## src/common/ac97_consts.svh

```systemverilog
`ifndef AC97_CONSTS_SVH
`define AC97_CONSTS_SVH

// ------------------------------------------------------------
// register map, offsets from the block base

`define AC97_REG_FIFO_PLAY   20'h00000  // write only, low 16 bits
`define AC97_REG_FIFO_REC    20'h00004  // read only, low 16 bits
`define AC97_REG_STAT        20'h00008  // read only
`define AC97_REG_FIFO_RESET  20'h0000C  // write only, bit 0 play, bit 1 rec

// status word bit positions, bits 4 and 5 read as zero
`define STAT_PLAY_FULL       0
`define STAT_PLAY_HF         1
`define STAT_REC_FULL        2
`define STAT_REC_EMPTY       3
`define STAT_PLAY_UNDERRUN   6
`define STAT_REC_OVERRUN     7

// bit positions inside a fifo_flags_t vector
`define FLAG_EMPTY           0
`define FLAG_HALFEMPTY       1
`define FLAG_HALFFULL        2
`define FLAG_FULL            3

// ------------------------------------------------------------
// sizes and divider

`define AC97_FIFO_DEPTH      16         // stereo frames per fifo
`define CLK_48KHZ_CTR_MAX    2604       // last count of every run
`define CLK_48KHZ_FRC_MAX    5          // short runs between two long runs

// interrupt level codes
`define IRQ_LVL_NONE         0
`define IRQ_LVL_EMPTY        1          // count == 0
`define IRQ_LVL_HALFEMPTY    2          // count <= 7
`define IRQ_LVL_HALFFULL     3          // count >= 8
`define IRQ_LVL_FULL         4          // count == 16

`endif

```

## src/common/ac97_pkg.sv

```systemverilog
package ac97_pkg;

  //------------------------------------------------------------
  // audio payload

  typedef logic [15:0] sample_t;             // one audio sample, signed pcm
  typedef logic [31:0] frame_t;              // stereo frame, left in [15:0]

  //------------------------------------------------------------
  // system bus

  typedef logic [19:0] bus_addr_t;           // register offset inside the block
  typedef logic [31:0] bus_data_t;           // bus word, read and write

  //------------------------------------------------------------
  // fifo bookkeeping

  typedef logic [4:0]  fifo_count_t;         // fill level 0..16
  typedef logic [3:0]  fifo_flags_t;         // empty, half-empty, half-full, full

endpackage

```

## src/fifo/fifo_level_monitor.sv

```systemverilog
`timescale 1ns/1ps
`include "ac97_consts.svh"

module fifo_level_monitor #(
  parameter int IRQ_LEVEL    = `IRQ_LVL_NONE,   // one of the IRQ_LVL_ codes
  parameter bit XRUN_ON_FULL = 1'b0             // 0 underrun, 1 overrun
) (
  input  logic                  clk_adc_125mhz, // adc clock, 125 mhz
  input  logic                  adc_rstn_i,     // sync reset, active low
  input  ac97_pkg::fifo_count_t count_i,
  input  logic                  clear_i,        // fifo flush
  input  logic                  tick_i,         // 48k sample tick
  output ac97_pkg::fifo_flags_t flags_o,
  output logic                  irq_o,          // level interrupt
  output logic                  xrun_o          // sticky until flush
);

  ac97_pkg::fifo_flags_t flags_d;               // flags one cycle back
  logic                  sel_now;
  logic                  sel_prev;
  logic                  xrun_cond;

  assign flags_o[`FLAG_EMPTY]     = (count_i == '0);
  assign flags_o[`FLAG_HALFEMPTY] = (count_i < (`AC97_FIFO_DEPTH / 2));
  assign flags_o[`FLAG_HALFFULL]  = (count_i >= (`AC97_FIFO_DEPTH / 2));
  assign flags_o[`FLAG_FULL]      = (count_i == `AC97_FIFO_DEPTH);

  assign xrun_cond = XRUN_ON_FULL ? flags_o[`FLAG_FULL] : flags_o[`FLAG_EMPTY];

  // flag picked by the interrupt level
  always_comb begin
    case (IRQ_LEVEL)
      `IRQ_LVL_EMPTY: begin
        sel_now  = flags_o[`FLAG_EMPTY];
        sel_prev = flags_d[`FLAG_EMPTY];
      end
      `IRQ_LVL_HALFEMPTY: begin
        sel_now  = flags_o[`FLAG_HALFEMPTY];
        sel_prev = flags_d[`FLAG_HALFEMPTY];
      end
      `IRQ_LVL_HALFFULL: begin
        sel_now  = flags_o[`FLAG_HALFFULL];
        sel_prev = flags_d[`FLAG_HALFFULL];
      end
      `IRQ_LVL_FULL: begin
        sel_now  = flags_o[`FLAG_FULL];
        sel_prev = flags_d[`FLAG_FULL];
      end
      default: begin
        sel_now  = 1'b0;                        // IRQ_LVL_NONE, never fires
        sel_prev = 1'b0;
      end
    endcase
  end

  //------------------------------------------------------------
  // edge interrupt and sticky xrun

  always_ff @(posedge clk_adc_125mhz) begin
    if (!adc_rstn_i) begin
      flags_d <= '0;
      irq_o   <= 1'b0;
      xrun_o  <= 1'b0;
    end else begin
      flags_d <= flags_o;
      if (clear_i) begin
        irq_o <= 1'b0;
      end else if (IRQ_LEVEL == `IRQ_LVL_EMPTY) begin
        if (!flags_o[`FLAG_EMPTY]) begin
          irq_o <= 1'b0;                        // refilled
        end else if (sel_now && !sel_prev) begin
          irq_o <= 1'b1;                        // just ran empty
        end
      end else if (flags_o[`FLAG_EMPTY]) begin
        irq_o <= 1'b0;                          // drained
      end else if (sel_now && !sel_prev) begin
        irq_o <= 1'b1;                          // crossed the level
      end

      if (clear_i) begin
        xrun_o <= 1'b0;
      end else if (tick_i && xrun_cond) begin
        xrun_o <= 1'b1;
      end
    end
  end

endmodule

```

## src/fifo/sample_fifo.sv

```systemverilog
`timescale 1ns/1ps

module sample_fifo #(
  parameter int DEPTH = 16                      // frames
) (
  input  logic                  clk_adc_125mhz, // adc clock, 125 mhz
  input  logic                  adc_rstn_i,     // sync reset, active low
  input  logic                  clear_i,        // sync flush
  input  logic                  push_i,         // dropped when full
  input  logic                  pop_i,          // dropped when empty
  input  ac97_pkg::frame_t      data_i,
  output ac97_pkg::frame_t      head_o,         // fall-through, zero when empty
  output ac97_pkg::fifo_count_t count_o
);

  localparam int PTR_W = $clog2(DEPTH);

  ac97_pkg::frame_t mem [DEPTH];
  logic [PTR_W-1:0] wr_ptr;
  logic [PTR_W-1:0] rd_ptr;
  logic             do_push;
  logic             do_pop;

  assign do_push = push_i && (count_o != DEPTH);
  assign do_pop  = pop_i && (count_o != '0);

  assign head_o = (count_o == '0) ? '0 : mem[rd_ptr];

  // frame storage
  always_ff @(posedge clk_adc_125mhz) begin
    if (do_push) begin
      mem[wr_ptr] <= data_i;
    end
  end

  //------------------------------------------------------------
  // pointers and fill count

  always_ff @(posedge clk_adc_125mhz) begin
    if (!adc_rstn_i || clear_i) begin
      wr_ptr  <= '0;
      rd_ptr  <= '0;
      count_o <= '0;
    end else begin
      if (do_push) begin
        wr_ptr <= (wr_ptr == PTR_W'(DEPTH - 1)) ? '0 : wr_ptr + 1'b1;
      end
      if (do_pop) begin
        rd_ptr <= (rd_ptr == PTR_W'(DEPTH - 1)) ? '0 : rd_ptr + 1'b1;
      end
      if (do_push && !do_pop) begin
        count_o <= count_o + 1'b1;
      end else if (do_pop && !do_push) begin
        count_o <= count_o - 1'b1;
      end
    end
  end

endmodule

```

## src/hw/ac97_bus_ctrl.sv

```systemverilog
`timescale 1ns/1ps
`include "ac97_consts.svh"

module ac97_bus_ctrl (
  input  logic                  clk_adc_125mhz,  // adc clock, 125 mhz
  input  logic                  adc_rstn_i,      // sync reset, active low

  input  logic [31:0]           sys_addr_i,      // only [19:0] decoded
  input  ac97_pkg::bus_data_t   sys_wdata_i,
  input  logic [3:0]            sys_sel_i,       // full word access only
  input  logic                  sys_wen_i,
  input  logic                  sys_ren_i,
  output ac97_pkg::bus_data_t   sys_rdata_o,
  output logic                  sys_err_o,
  output logic                  sys_ack_o,

  output ac97_pkg::frame_t      play_frame_o,    // {right, left}
  output logic                  play_push_o,     // cycle after the right write
  output logic                  play_clear_o,
  output logic                  rec_pop_o,       // in the ack of a right read
  output logic                  rec_clear_o,
  input  ac97_pkg::frame_t      rec_head_i,
  input  ac97_pkg::fifo_flags_t play_flags_i,
  input  ac97_pkg::fifo_flags_t rec_flags_i,
  input  logic                  play_underrun_i,
  input  logic                  rec_overrun_i
);

  ac97_pkg::bus_addr_t reg_addr;
  ac97_pkg::sample_t   play_left;               // holding regs for one frame
  ac97_pkg::sample_t   play_right;
  ac97_pkg::bus_data_t stat_word;
  logic                play_is_right;           // next play write is right
  logic                rec_is_right;            // next rec read is right
  logic                wr_play;
  logic                wr_reset;
  logic                rd_rec;

  //------------------------------------------------------------
  // address decode

  assign reg_addr = sys_addr_i[19:0];
  assign wr_play  = sys_wen_i && (reg_addr == `AC97_REG_FIFO_PLAY);
  assign wr_reset = sys_wen_i && (reg_addr == `AC97_REG_FIFO_RESET);
  assign rd_rec   = sys_ren_i && (reg_addr == `AC97_REG_FIFO_REC);

  assign sys_err_o = 1'b0;                      // no error responses

  //------------------------------------------------------------
  // play frame packing

  always_ff @(posedge clk_adc_125mhz) begin
    if (wr_play && !play_is_right) begin
      play_left <= sys_wdata_i[15:0];
    end
    if (wr_play && play_is_right) begin
      play_right <= sys_wdata_i[15:0];
    end
  end

  assign play_frame_o = {play_right, play_left};

  // status word, unused bits stay zero
  always_comb begin
    stat_word                      = '0;
    stat_word[`STAT_PLAY_FULL]     = play_flags_i[`FLAG_FULL];
    stat_word[`STAT_PLAY_HF]       = play_flags_i[`FLAG_HALFFULL];
    stat_word[`STAT_REC_FULL]      = rec_flags_i[`FLAG_FULL];
    stat_word[`STAT_REC_EMPTY]     = rec_flags_i[`FLAG_EMPTY];
    stat_word[`STAT_PLAY_UNDERRUN] = play_underrun_i;
    stat_word[`STAT_REC_OVERRUN]   = rec_overrun_i;
  end

  //------------------------------------------------------------
  // ack, strobes, phases and read data

  always_ff @(posedge clk_adc_125mhz) begin
    if (!adc_rstn_i) begin
      sys_ack_o     <= 1'b0;
      sys_rdata_o   <= '0;
      play_push_o   <= 1'b0;
      play_clear_o  <= 1'b0;
      rec_pop_o     <= 1'b0;
      rec_clear_o   <= 1'b0;
      play_is_right <= 1'b0;
      rec_is_right  <= 1'b0;
    end else begin
      sys_ack_o    <= sys_wen_i || sys_ren_i;   // never stalls
      play_push_o  <= wr_play && play_is_right;
      play_clear_o <= wr_reset && sys_wdata_i[0];
      rec_clear_o  <= wr_reset && sys_wdata_i[1];
      rec_pop_o    <= rd_rec && rec_is_right;

      if (wr_reset && sys_wdata_i[0]) begin
        play_is_right <= 1'b0;                  // restart with left
      end else if (wr_play) begin
        play_is_right <= !play_is_right;
      end

      if (wr_reset && sys_wdata_i[1]) begin
        rec_is_right <= 1'b0;
      end else if (rd_rec) begin
        rec_is_right <= !rec_is_right;
      end

      if (sys_ren_i) begin
        case (reg_addr)
          `AC97_REG_FIFO_REC: begin
            sys_rdata_o <= {16'h0000, rec_is_right ? rec_head_i[31:16] : rec_head_i[15:0]};
          end
          `AC97_REG_STAT: begin
            sys_rdata_o <= stat_word;
          end
          default: begin
            sys_rdata_o <= '0;                  // write only or unmapped
          end
        endcase
      end
    end
  end

endmodule

```

## src/hw/ac97_ctrl_top.sv

```systemverilog
`timescale 1ns/1ps
`include "ac97_consts.svh"

module ac97_ctrl_top (
  input  logic                clk_adc_125mhz,   // adc clock, 125 mhz
  input  logic                adc_rstn_i,       // sync reset, active low
  output logic [1:0]          ac97_clks_o,      // {48k tick, 8k tick}

  output ac97_pkg::frame_t    ac97_line_out_o,  // play fifo head
  input  ac97_pkg::frame_t    ac97_line_in_i,   // sampled on every 48k tick

  output logic                ac97_irq_play_o,  // play fifo half-empty
  output logic                ac97_irq_rec_o,   // rec fifo half-full

  input  logic [31:0]         sys_addr_i,       // bus address
  input  ac97_pkg::bus_data_t sys_wdata_i,      // bus write data
  input  logic [3:0]          sys_sel_i,        // byte select
  input  logic                sys_wen_i,        // write strobe
  input  logic                sys_ren_i,        // read strobe
  output ac97_pkg::bus_data_t sys_rdata_o,      // read data, valid with ack
  output logic                sys_err_o,        // tied low inside
  output logic                sys_ack_o         // one cycle after a strobe
);

  logic                   tick_48k;
  logic                   tick_8k;

  ac97_pkg::frame_t       play_frame;           // bus ctrl -> play fifo
  logic                   play_push;
  logic                   play_clear;
  ac97_pkg::fifo_count_t  play_count;
  ac97_pkg::fifo_flags_t  play_flags;
  logic                   play_underrun;

  ac97_pkg::frame_t       rec_head;             // rec fifo -> bus ctrl
  logic                   rec_pop;
  logic                   rec_clear;
  ac97_pkg::fifo_count_t  rec_count;
  ac97_pkg::fifo_flags_t  rec_flags;
  logic                   rec_overrun;

  assign ac97_clks_o = {tick_48k, tick_8k};     // ascending rate order

  //------------------------------------------------------------
  // sample rate ticks

  sample_clock_gen u_sample_clock_gen (
    .clk_adc_125mhz (clk_adc_125mhz),
    .adc_rstn_i     (adc_rstn_i),
    .tick_48k_o     (tick_48k),
    .tick_8k_o      (tick_8k)
  );

  //------------------------------------------------------------
  // register interface

  ac97_bus_ctrl u_ac97_bus_ctrl (
    .clk_adc_125mhz  (clk_adc_125mhz),
    .adc_rstn_i      (adc_rstn_i),
    .sys_addr_i      (sys_addr_i),
    .sys_wdata_i     (sys_wdata_i),
    .sys_sel_i       (sys_sel_i),
    .sys_wen_i       (sys_wen_i),
    .sys_ren_i       (sys_ren_i),
    .sys_rdata_o     (sys_rdata_o),
    .sys_err_o       (sys_err_o),
    .sys_ack_o       (sys_ack_o),
    .play_frame_o    (play_frame),
    .play_push_o     (play_push),
    .play_clear_o    (play_clear),
    .rec_pop_o       (rec_pop),
    .rec_clear_o     (rec_clear),
    .rec_head_i      (rec_head),
    .play_flags_i    (play_flags),
    .rec_flags_i     (rec_flags),
    .play_underrun_i (play_underrun),
    .rec_overrun_i   (rec_overrun)
  );

  //------------------------------------------------------------
  // playback side, drained by the 48k tick

  sample_fifo #(.DEPTH(`AC97_FIFO_DEPTH)) u_play_fifo (
    .clk_adc_125mhz (clk_adc_125mhz),
    .adc_rstn_i     (adc_rstn_i),
    .clear_i        (play_clear),
    .push_i         (play_push),
    .pop_i          (tick_48k),
    .data_i         (play_frame),
    .head_o         (ac97_line_out_o),          // zero while empty
    .count_o        (play_count)
  );

  fifo_level_monitor #(
    .IRQ_LEVEL    (`IRQ_LVL_HALFEMPTY),
    .XRUN_ON_FULL (1'b0)                        // underrun on empty
  ) u_play_monitor (
    .clk_adc_125mhz (clk_adc_125mhz),
    .adc_rstn_i     (adc_rstn_i),
    .count_i        (play_count),
    .clear_i        (play_clear),
    .tick_i         (tick_48k),
    .flags_o        (play_flags),
    .irq_o          (ac97_irq_play_o),
    .xrun_o         (play_underrun)
  );

  //------------------------------------------------------------
  // record side, filled by the 48k tick

  sample_fifo #(.DEPTH(`AC97_FIFO_DEPTH)) u_rec_fifo (
    .clk_adc_125mhz (clk_adc_125mhz),
    .adc_rstn_i     (adc_rstn_i),
    .clear_i        (rec_clear),
    .push_i         (tick_48k),
    .pop_i          (rec_pop),
    .data_i         (ac97_line_in_i),
    .head_o         (rec_head),
    .count_o        (rec_count)
  );

  fifo_level_monitor #(
    .IRQ_LEVEL    (`IRQ_LVL_HALFFULL),
    .XRUN_ON_FULL (1'b1)                        // overrun on full
  ) u_rec_monitor (
    .clk_adc_125mhz (clk_adc_125mhz),
    .adc_rstn_i     (adc_rstn_i),
    .count_i        (rec_count),
    .clear_i        (rec_clear),
    .tick_i         (tick_48k),
    .flags_o        (rec_flags),
    .irq_o          (ac97_irq_rec_o),
    .xrun_o         (rec_overrun)
  );

endmodule

```

## src/hw/sample_clock_gen.sv

```systemverilog
`timescale 1ns/1ps
`include "ac97_consts.svh"

module sample_clock_gen (
  input  logic clk_adc_125mhz,  // adc clock, 125 mhz
  input  logic adc_rstn_i,      // sync reset, active low
  output logic tick_48k_o,      // one cycle pulse, 48 khz average
  output logic tick_8k_o        // one cycle pulse on every 6th 48k tick
);

  // 125e6 / 48e3 = 2604.1666, so five runs of 2604 and one of 2605
  logic [11:0] run_ctr;         // position inside the current run
  logic [2:0]  frc_ctr;         // run index, 0 is the long run

  always_ff @(posedge clk_adc_125mhz) begin
    if (!adc_rstn_i) begin
      run_ctr    <= '0;         // first run after reset is a long one
      frc_ctr    <= '0;
      tick_48k_o <= 1'b0;
      tick_8k_o  <= 1'b0;
    end else if (run_ctr == `CLK_48KHZ_CTR_MAX) begin
      tick_48k_o <= 1'b1;
      tick_8k_o  <= (frc_ctr == 3'd0);          // end of the long run
      if (frc_ctr == `CLK_48KHZ_FRC_MAX) begin
        frc_ctr <= '0;
        run_ctr <= 12'd0;                       // long run, 2605 cycles
      end else begin
        frc_ctr <= frc_ctr + 3'd1;
        run_ctr <= 12'd1;                       // short run, 2604 cycles
      end
    end else begin
      tick_48k_o <= 1'b0;
      tick_8k_o  <= 1'b0;
      run_ctr    <= run_ctr + 12'd1;
    end
  end

endmodule

```

## config.mk

```make
export PLATFORM = sky130hd
export DESIGN_NAME = ac97_ctrl_top
export DESIGN_NICKNAME = d
export VERILOG_FILES = /design/src/common/ac97_pkg.sv /design/src/fifo/fifo_level_monitor.sv /design/src/fifo/sample_fifo.sv /design/src/hw/ac97_bus_ctrl.sv /design/src/hw/ac97_ctrl_top.sv /design/src/hw/sample_clock_gen.sv
export VERILOG_INCLUDE_DIRS = /design/src /design/src/common
export SDC_FILE = /design/constraint.sdc
export NUM_CORES = 1
export LEC_CHECK = 0
export BUFFER_PORTS_ARGS = -buffer_cell sky130_fd_sc_hd__buf_2
export CELL_PAD_IN_SITES_DETAIL_PLACEMENT = 1
export CELL_PAD_IN_SITES_GLOBAL_PLACEMENT = 2
export CORE_MARGIN = 1
export CORE_UTILIZATION = 30
export CTS_CLUSTER_DIAMETER = 120
export CTS_CLUSTER_SIZE = 24
export DETAILED_ROUTE_END_ITERATION = 6
export PLACE_DENSITY_LB_ADDON = 0.05
export SYNTH_ARGS = -nofsm -noshare
export SYNTH_HDL_FRONTEND = slang
export SYNTH_SLANG_ARGS = --single-unit
```

## constraint.sdc

```tcl
create_clock -name clk_adc_125mhz -period 4.4 [get_ports clk_adc_125mhz]
set_clock_uncertainty 0.2 [all_clocks]
set_input_delay 0.66 -clock clk_adc_125mhz [delete_from_list [all_inputs] [get_ports clk_adc_125mhz]]
set_output_delay 0.66 -clock clk_adc_125mhz [all_outputs]
set_load 0.03 [all_outputs]
```

Yosys cells after proc, flatten, opt, wreduce, memory -nomap -nowiden
Memories as Yosys holds them, arrays and structs flattened. A register that Yosys moved wholly into a read port is not among the register bits.
Index checks and enable logic that the tools add are counted.
{"block": "totals", "regBits": 123, "out_inout_bits": 70, "mem_bits_rw": 1024, "n_memories": 2, "inputBits": 104}
{"block": "op_classes", "n_reduce_logical": 47, "eq_ne": 13, "magnitude_cmp": 4, "add_sub_neg": 10, "mux": 24, "bitwise": 1}
{"name": "u_play_fifo.mem", "words": 16, "width": 32, "rd": 1, "rd_clocked_by_memory_dff": 1, "write_ports": 1, "line_no": "sample_fifo.sv:18", "rtl": "ac97_pkg::frame_t mem [DEPTH];"}
{"name": "u_rec_fifo.mem", "words": 16, "width": 32, "rd": 1, "rd_clocked_by_memory_dff": 1, "write_ports": 1, "line_no": "sample_fifo.sv:18"}
{"op": "$mux 32", "count": 2}
{"op": "$eq 20x4->1 const B", "count": 2}
{"op": "$mux 4", "count": 8}
{"op": "$pmux 16 s2", "count": 1}
{"op": "$eq 20x3->1 const B", "count": 1}
{"op": "$logic_and 1x1->1", "count": 20}
{"op": "$logic_not 20->1", "count": 1}
{"op": "$mux 5", "count": 4}
{"op": "$add 4x1->4 const B", "count": 4}
{"op": "$eq 4x4->1 const B", "count": 4}
{"op": "$mux 16", "count": 1}
{"op": "$add 12x1->12 const B", "count": 1}
{"op": "$eq 12x12->1 const B", "count": 1}
{"op": "$mux 12", "count": 1}
{"op": "$add 5x1->5 const B", "count": 2}
{"op": "$eq 5x5->1 const B", "count": 2}
{"op": "$ge 5x4->1 const B", "count": 2}
{"op": "$logic_not 5->1", "count": 2}
{"op": "$lt 5x4->1 const B", "count": 2}
{"op": "$ne 5x5->1 const B", "count": 2}
{"op": "$reduce_bool 5->1", "count": 2}
{"op": "$sub 5x1->5 const B", "count": 2}
{"op": "$logic_not 1->1", "count": 9}
{"op": "$reduce_or 2->1", "count": 4}
{"op": "10 further kinds", "count": 19}

Logic depth before layout (Yosys ltp)
Gate-level depths: netlist of run 1.
{"block": "depth", "ltp_word": 6, "mapped_depth": 13, "mapped_depth_nobuf": 13}

Cells and area by module
Synthesis of run 1 repeated with hierarchy kept, for this count alone.
{"block": "unflattened", "cells_unflattened": 2098, "hier_area_um2": 44515.2}
{"module": "sample_fifo at u_rec_fifo", "n_inst": 1, "area_each_um2": 20507.2, "cells_per_inst": 893}
{"module": "sample_fifo at u_play_fifo", "n_inst": 1, "area_each_um2": 20497.2, "cells_per_inst": 893}
{"module": "ac97_bus_ctrl", "n_inst": 1, "area_each_um2": 2306.0, "cells_per_inst": 184}
{"module": "sample_clock_gen", "n_inst": 1, "area_each_um2": 863.3, "cells_per_inst": 88}
{"module": "fifo_level_monitor at u_rec_monitor", "n_inst": 1, "area_each_um2": 168.9, "cells_per_inst": 20}
{"module": "fifo_level_monitor at u_play_monitor", "n_inst": 1, "area_each_um2": 157.7, "cells_per_inst": 18}
{"module": "ac97_ctrl_top", "n_inst": 1, "area_each_um2": 15.0, "cells_per_inst": 2}

Worst setup path after synthesis of run 1
Ideal clock, no wire load.
{"block": "synth_timing", "path_kind": "register to register", "start": "register u_rec_fifo.count_o[0]", "end": "memory u_rec_fifo.mem[3][0] (netlist name), enable pin", "period_less_slack_ps": 3828, "stages_incl_launch_ff": 5, "path_buffers": 0, "setup_slack_ps": 572, "arrival_time_ps": 3167, "cell_sequence": "dfxtp_1 nor4_2 a21boi_2 nand2_1 nor3_1"}
{"block": "synth_via", "elab_chain_cells": 4}
{"element": "from (decl)", "line_no": "sample_fifo.sv:13", "rtl": "output ac97_pkg::fifo_count_t count_o"}
{"element": "from (signal assigned)", "line_no": "sample_fifo.sv:52", "rtl": "count_o <= count_o + 1'b1;"}
{"element": "from (signal assigned)", "line_no": "sample_fifo.sv:54", "rtl": "count_o <= count_o - 1'b1;"}
{"element": "$ne 5x5->1", "line_no": "sample_fifo.sv:24", "rtl": "assign do_push = push_i && (count_o != DEPTH);"}
{"element": "$logic_and 1x1->1", "line_no": "sample_fifo.sv:24"}
{"element": "net u_rec_fifo.do_push", "line_no": "sample_fifo.sv:21", "rtl": "logic do_push;"}
{"element": "$mux 1", "line_no": "sample_fifo.sv:31", "rtl": "if (do_push) begin"}
{"element": "$mux 1 (not written as such)", "line_no": "sample_fifo.sv:32", "rtl": "mem[wr_ptr] <= data_i;"}
{"element": "to (decl)", "line_no": "sample_fifo.sv:18"}
The timed path passes the listed nets, and every way through them passes these cells.

==> results of run 1 <==
==> state kept, by name (all words and copies together), names as in the netlist, 4 cells and up, named ones only <==
register and flops:
u_ac97_bus_ctrl.play_left 16, u_sample_clock_gen.run_ctr 12, u_ac97_bus_ctrl.play_right 16, u_rec_fifo.rd_ptr 4
u_play_fifo.mem 512, u_rec_fifo.wr_ptr 4, u_rec_fifo.mem 512, u_play_fifo.count_o 5
u_play_fifo.wr_ptr 4, u_play_fifo.rd_ptr 4, u_ac97_bus_ctrl.sys_rdata_o 16, u_rec_fifo.count_o 5
==> kinds of logic (layout without fill, tap and decap cells) <==
family / Yosys count / count (layout) / synth area share [%]
adders and majority gates: 22 / 22 / 0.6642
AOI/OAI and AO/OA: 141 / 141 / 2.170
buffers and inverters: 138 / 321 / 1.724
xor gates and xnor gates: 22 / 22 / 0.4409
other: 1 / 25 / 0.008581
and+or+nand+nor: 278 / 278 / 3.244
DFF: 1136 / 1136 / 76.23
muxes: 320 / 320 / 15.52
==> layout make-up <==
cell class | count | area share (%)
well taps | 1903 | 4.878
multi-input cells | 800 | 20.33
diodes | 8 | 0.04101
clock buffers | 96 | 3.199
inverters | 18 | 0.1384
repair buffers | 204 | 3.056
flip-flops and latches | 1136 | 68.31
clock inverters | 3 | 0.04614
==> power groups by stage <==
stage / Clock (mW) / Combinational [mW] / Sequential (mW)
6_report: 5.87 / 0.170 / 11.7
5_1_grt: 6.42 / 0.186 / 11.7
4_1_cts: 6.14 / 0.175 / 11.7
3_5_place_dp: 0 / 0.172 / 11.9
3_3_place_gp: 0 / 0.164 / 11.9
2_1_floorplan: 0 / 0.0513 / 11.9
==> worst min path at each step <==
stage / startpoint / end / slack (ns) / cells after the start
after floorplan: u_rec_monitor.xrun_o / u_rec_monitor.xrun_o / 0.23 / 2
after global placement: u_rec_monitor.xrun_o / u_rec_monitor.xrun_o / 0.25 / 2
after detailed placement: u_rec_monitor.xrun_o / u_rec_monitor.xrun_o / 0.27 / 2
after CTS: sys_wen_i / u_ac97_bus_ctrl.sys_ack_o / 0.006 / 3
after global routing: sys_wdata_i[6] / u_ac97_bus_ctrl.play_right[6] / 0.02 / 1
final: sys_wdata_i[6] / u_ac97_bus_ctrl.play_right[6] / 0.04 / 1
==> metrics by stage <==
stage                     utilization (%)  setup slack, ns
final                               33.90           0.2814
after global routing                33.88          0.04054
after CTS                           33.88           0.1195
after detailed placement            32.76           0.7270
after global placement              32.76           0.7918
after floorplan                         -           0.5717
==> worst reg2reg max path, stage by stage, from the launching register on <==
cell and delay [ns]:
dfxtp_1 0.36, nor4_2 0.59, nand2b_1 0.29, nand2_1 0.22, ha_1 0.24, inv_1 0.10, ha_1 0.31, nor2b_1 0.15
o21a_1 0.18, or3_1 0.30, a21oi_1 0.17, xnor2_1 0.13, nor2_1 0.05
==> metal layers <==
| layer | vias to the layer above | share of wire [%] |
|---|---|---|
| met2 | 306 | 53 |
| met1 | 11207 | 41 |
| li1 | 8725 | - |
| met4 | 12 | 2.0 |
| met5 | - | 0.057 |
| met3 | 119 | 3.6 |
==> cells in the final DEF, fill, tap and decap left out, types with 6 or more instances in the layout <==
cell type / n
edfxtp_1: 1056
mux4_2: 286
buf_2: 124
dfxtp_1: 72
nor2_1: 69
nor2b_1: 65
clkbuf_16: 56
buf_4: 56
a21oi_1: 42
a211oi_1: 39
clkbuf_1: 39
nand2_1: 33
mux2i_1: 32
nor2_4: 24
buf_12: 21
ha_1: 20
inv_1: 17
conb_1: 17
nand3_1: 15
xor2_1: 15
o21ai_0: 13
a221o_1: 10
nor3_1: 9
nand2b_1: 9
diode_2: 8
nor3_2: 8
and3_1: 8
dfxtp_4: 8
nor4_1: 7
and2_1: 7
xnor2_1: 7
a31oi_1: 7
o22ai_1: 6
==> timing repair <==
action,CTS,global route
hold endpoints to repair,6,0
endpoints found under the setup margin,0,0
hold buffers,3,0
==> summary.md, run 1 <==
| Metric | Value |
|---|---|
| Layout Cells excl Fill | around 4,200 |
| WP buf/inv | 2 |
| Area leader, netlist | edfxtp_1 |
| Placed Area | 47,180 um^2 |
| Cts bufs inserted | 53 |
| Max-slew violation count | 0 |
| Worst EP required | between 3 and 4 ns |
| Drt drc | 26 |
| Cell-internal power | ~14 mW |
| Multi-input logic area | 9925 um^2 |
| Grt met2 use | a little under a third |
| Synth Area per Inst | 21.24 um^2 |
| Die width | about 380 um |
| Worst path top cell family by delay | multiplexers |
| Layout cell share with drive strength beyond 1 | a little over a quarter |
| Share of power burned in registers | about two thirds |
| Largest cells by area after synthesis | edfxtp_1, mux4_2, dfxtp_1 |
| Initial antenna violation count | 19 |
| DR iter-0 viols | roughly 1,400 |
| Drt total wl | between 100,000 and 150,000 um |
| RR Startpoint | u_rec_fifo.count_o[1] |
| Power, Total | about 18 mW |
| Fillcell total | 14,103 |
| Register clock-pin slew on the reported worst setup and hold paths | around 0.1 ns |
| Failing checks | design-rule violations |
| CTS Buffer Depth | 3 |
| Ys flop type | edfxtp_1 |
| Netlist cell types | 58 |
| GR peak layer | met2 |
| Sequential cell area | between 30,000 and 40,000 um^2 |
| YS warnings | 0 |
| Status | finished, violations left |
| Reg2reg setup slack | between 0.9 and 1 ns |
| Most used cell, CP | mux4_2 |
| CP cell instances | buf_4 -> mux4_2 -> mux4_2 -> nor2b_1 -> buf_2 |
| Most frequent cells after synthesis | edfxtp_1, mux4_2, nor2_1 |
| Clock sinks | about 1,100 |
| Post-synth EDFFs | roughly 1,100 |
| Slowest-stage cell, CP | dfxtp_4 |
| R2R cell count | 12 |
| Static leakage | about 15 nW |
| DIE HEIGHT | around 380 um |
| Synthesis-to-finish area growth | 11.69% |
| Final setup fails | 0 |
| Peak VDD IR | about 0.30 mV |
| RSZ-0062 raised after global routing | no |
| Routability Congestion | around 0.71 |
| Row count | 139 |
| Post-synthesis instance total | ~2,100 |
| Most common cell in the netlist | edfxtp_1 |
| Crit path depth | 5 |
| Dpl hpwl | roughly 67,000 um |
| First-pass GRT wire length | approximately 170,000 um |
| Largest net degree at the start of global routing | 51 |
| CP Launch Type | flop |
| Synthesized flop and latch total | about 1,100 |
| Final Critical Period | about 4.1 ns |
| Antenna-violating nets left | 0 |
| Crit-path max cell delay | around 0.7 ns |
| Worst Max-Slew Pin Slew | roughly 0.92 ns |
| Crit path capture type | output port |
| DR pass1 iterations | 7 |
| Vias in the first global route | about 22,000 |
| Number of H-tree levels | 2 |
| Net Switching | between 3 and 4 mW |
| GR Overflow Total | 0 |
| Pwr Density | about 360 nW/um^2 |
| Worst EP arrival | approximately 3.3 ns |
| CP endpoint | ac97_line_out_o[10] |
| Starting Density | between 30% and 40% |
| Final Hold Viols | 0 |
| GRT met1 Usage | roughly 21% |
| Clock root buffer | clkbuf_16 |
| Placed cells | between 4,000 and 5,000 |
| Slew headroom | 38.41% |
| Design Area, Final | 48,810 um^2 |
| Fin nets | 2,339 |
| Worst Setup Path Type | reg -> out |
| Vias per cell | between 4 and 5 |
| Critical-path maximum fanout | 22 |
| Met3 Use GR | about 2.0% |
| Mean routed wirelength per cell | 28.91 um |
| Seq/Total Area, Yosys | about 76% |
| Clock power frac | 33.1% |
| GRT Total Usage | 16.40% |
| Top-level port count | roughly 170 |
| Syn Std Cell Area | 43,700 um^2 |
| Skew-Pair Late Insertion Delay | roughly 0.7 ns |
| Max_cap viols | 0 |
| HP Class | in -> reg |
| R2r endpoint | u_rec_fifo.count_o[4] |
| Vias after detailed routing | just over 20,000 |
| IO buf count | approximately 120 |
| Gates resized, CTS repair | 0 |
| CTS tree | done |
| Sw Ratio | between 20% and 30% |
| Final Cycle Share | between 90% and 100% |
| FFs w/ async S/R, synth | 0% |
| Top cell type's share of synthesized area | 72.56% |
| Die Footprint | ~150,000 um^2 |
| Hold_ws | 0.04328 ns |
| CORE AREA | 144,000 um^2 |
| FMAX | approximately 0.24 GHz |
| Combinational power share | 1.0% |
| Post-CTS Setup Bufs | 0 |
| Final setup TNS | 0 ns |
Note: power is estimated with default switching activity, not from simulation.
==> run 2: changes to the inputs <==
Settings changed: RECOVER_POWER set to 25.
==> summary.md, run 2 (synthesis gave the netlist of run 1 again) <==
| Metric | Value |
|---|---|
| Status | finished, violations left (unchanged) |
| Failing checks | design-rule violations (unchanged) |
| Clock power frac | 33.1% (about the same) |
| Critical-path maximum fanout | 22 (unchanged) |
| Sequential cell area | 33,340 um^2 (unchanged) |
| IO buf count | 124 (unchanged) |
| Synthesis-to-finish area growth | 11.54% (was 11.69%) |
| Max_cap viols | 0 (unchanged) |
| Number of H-tree levels | 2 (unchanged) |
| GRT met1 Usage | 20.55% (unchanged) |
| Placed cells | 4,058 (unchanged) |
| DIE HEIGHT | 383.7 um (unchanged) |
| Static leakage | 14.40 nW (was 14.54 nW) |
| Layout cell share with drive strength beyond 1 | 24.24% (was 26.41%) |
| Place WS | 0.7270 ns (unchanged) |
| Vias per cell | 4.883 (was 4.887) |
| HP Class | in -> reg (unchanged) |
| DR pass1 iterations | 6 (was 7) |
| Vias after detailed routing | 20,341 (was 20,369) |
| GR Overflow Total | 0 (unchanged) |
| Min-delay src | sys_wen_i (was sys_wdata_i[6]) |
| Die width | 383.7 um (unchanged) |
| Final Critical Period | 4.104 ns (was 4.119 ns) |
| Layout Cells excl Fill | 4,166 (was 4,168) |
| Met3 Use GR | 2.032% (unchanged) |
| Fillcell total | 14,110 (was 14,103) |
| Worst EP required | 3.54 ns (about the same) |
| Pwr Density | 363.3 nW/um^2 (was 363.2 nW/um^2) |
| CORE AREA | 144,000 um^2 (unchanged) |
| Starting Density | 30.35% (unchanged) |
| Hold Crit Endpoint | u_ac97_bus_ctrl.sys_ack_o (was u_ac97_bus_ctrl.play_right[6]) |
| Final setup TNS | 0 ns (unchanged) |
| Antenna-violating nets left | 0 (unchanged) |
| Clock root buffer | clkbuf_16 (unchanged) |
| Sw Ratio | 20.14% (was 20.18%) |
| Reg2reg setup slack | 0.94 ns (was 0.95 ns) |
| Final Hold Viols | 0 (unchanged) |
| Largest net degree at the start of global routing | 51 (unchanged) |
| Fin nets | 2,339 (unchanged) |
| Cell-internal power | 14.14 mW (was 14.15 mW) |
| Crit path capture type | output port (unchanged) |
| DR iter-0 viols | 1,366 (was 1,387) |
| Row count | 139 (unchanged) |
| CTS Buffer Depth | 3 (unchanged) |
| Worst Setup Path Type | reg -> out (unchanged) |
| Largest registers | u_play_fifo.mem: 512 flops, u_rec_fifo.mem: 512 flops (unchanged) |
| Multi-input logic area | 9925 um^2 (unchanged) |
| Die Footprint | 147,200 um^2 (unchanged) |
| Net Switching | 3.566 mW (was 3.577 mW) |
| Final WS setup | 0.2956 ns (was 0.2814 ns) |
| CP Launch Type | flop (unchanged) |
| Share of power burned in registers | 66.0% (was 65.9%) |
| Slew headroom | 38.99% (was 38.41%) |
| Worst Max-Slew Pin Slew | 0.9129 ns (was 0.9216 ns) |
| Combinational power share | 0.9% (was 1.0%) |
| Register clock-pin slew on the reported worst setup and hold paths | 0.11 ns (was 0.10 ns) |
| Cts bufs inserted | 53 (unchanged) |
| Routability Congestion | 0.7089 (unchanged) |
| Final Cycle Share | 93.28% (was 93.60%) |
| Design Area, Final | 48,740 um^2 (was 48,810 um^2) |
| R2r endpoint | u_rec_fifo.count_o[4] (unchanged) |
| Vias in the first global route | 22,332 (unchanged) |
| Skew-Pair Late Insertion Delay | 0.69 ns (was 0.68 ns) |
| Gates resized, CTS repair | 0 (unchanged) |
| Dpl hpwl | 67,440 um (unchanged) |
| Peak VDD IR | 0.2967 mV (was 0.2971 mV) |
| Mean routed wirelength per cell | 28.89 um (was 28.91 um) |
| GR peak layer | met2 (unchanged) |
| Placed Area | 47,180 um^2 (unchanged) |
| R2R cell count | 12 (unchanged) |
| CTS tree | done (unchanged) |
| Commonest cells after routing, fill and taps aside | edfxtp_1, mux4_2, clkbuf_1 (was edfxtp_1, mux4_2, buf_2) |
| Max-slew violation count | 0 (unchanged) |
| RR Startpoint | u_rec_fifo.count_o[1] (unchanged) |
| Final setup fails | 0 (unchanged) |
| GRT Total Usage | 16.40% (unchanged) |
| Hold path depth | 3 (was 1) |
| RSZ-0062 raised after global routing | no (unchanged) |
| Commonest non-fill, non-tap cell in the layout | edfxtp_1 (unchanged) |
| FMAX | 0.2436 GHz (was 0.2428 GHz) |
| Drt total wl | 120,400 um (was 120,500 um) |
| Worst EP arrival | 3.24 ns (was 3.26 ns) |
| Grt met2 use | 30.11% (unchanged) |
| Top-level port count | 174 (unchanged) |
| First-pass GRT wire length | 170,000 um (unchanged) |
| Drt drc | 26 (unchanged) |
| Initial antenna violation count | 16 (was 19) |
| Clock sinks | 1,136 (unchanged) |
| Post-CTS Setup Bufs | 0 (unchanged) |
run 2: critical path: stages, from the launching register on:
cell and delay (ns):
dfxtp_4 0.72, buf_4 0.42, mux4_2 0.56, mux4_2 0.47
nor2b_1 0.14, buf_2 0.21
run 2: layout make-up:
type / instances / area share (%)
flip-flops and latches: 1136 / 68.40
diodes: 6 / 0.03080
multi-input cells: 800 / 20.36
repair buffers: 204 / 2.934
inverters: 18 / 0.1386
clock buffers: 96 / 3.203
well taps: 1903 / 4.885
clock inverters: 3 / 0.04620
run 2: how the worst max path moves through the flow:
stage / from / to / slack (ns)
floorplan: u_rec_fifo.count_o[0] / u_rec_fifo.mem[3][0] / 0.57
global placement: sys_addr_i[14] / u_ac97_bus_ctrl.sys_rdata_o[6] / 0.79
detailed placement: sys_addr_i[1] / u_ac97_bus_ctrl.sys_rdata_o[10] / 0.73
CTS: flop / ac97_line_out_o[10] / 0.12
global route: flop / ac97_line_out_o[10] / 0.04
finish: flop / ac97_line_out_o[10] / 0.30
run 2: power groups by stage:
stage,registers [mW],logic [mW],clock network (mW)
after CTS,11.7,0.175,6.14
after global placement,11.9,0.164,0
after detailed placement,11.9,0.172,0
after floorplan,11.9,0.0513,0
final,11.7,0.163,5.85
after global routing,11.7,0.179,6.42
run 2: stage by stage:
stage / utilization [%] / hold slack [ns] / power (mW)
after floorplan: - / 0.2286 / 12.00
after global placement: 32.76 / 0.2514 / 12.10
after detailed placement: 32.76 / 0.2656 / 12.11
after CTS: 33.88 / 0.006344 / 18.01
after global routing: 33.84 / 0.04796 / 18.29
final: 33.85 / 0.07148 / 17.71
run 2: per-layer routing:
metal	part of all wire, %	routed length [um]
met3	3.6	4322
met2	53	63880
met5	0.039	47
met4	2.0	2365
met1	41	49730
run 2: timing repair:
action | CTS | global route
hold buffers | 3 | 0
setup endpoints to repair | 0 | 0
endpoints found under the hold margin | 6 | 0
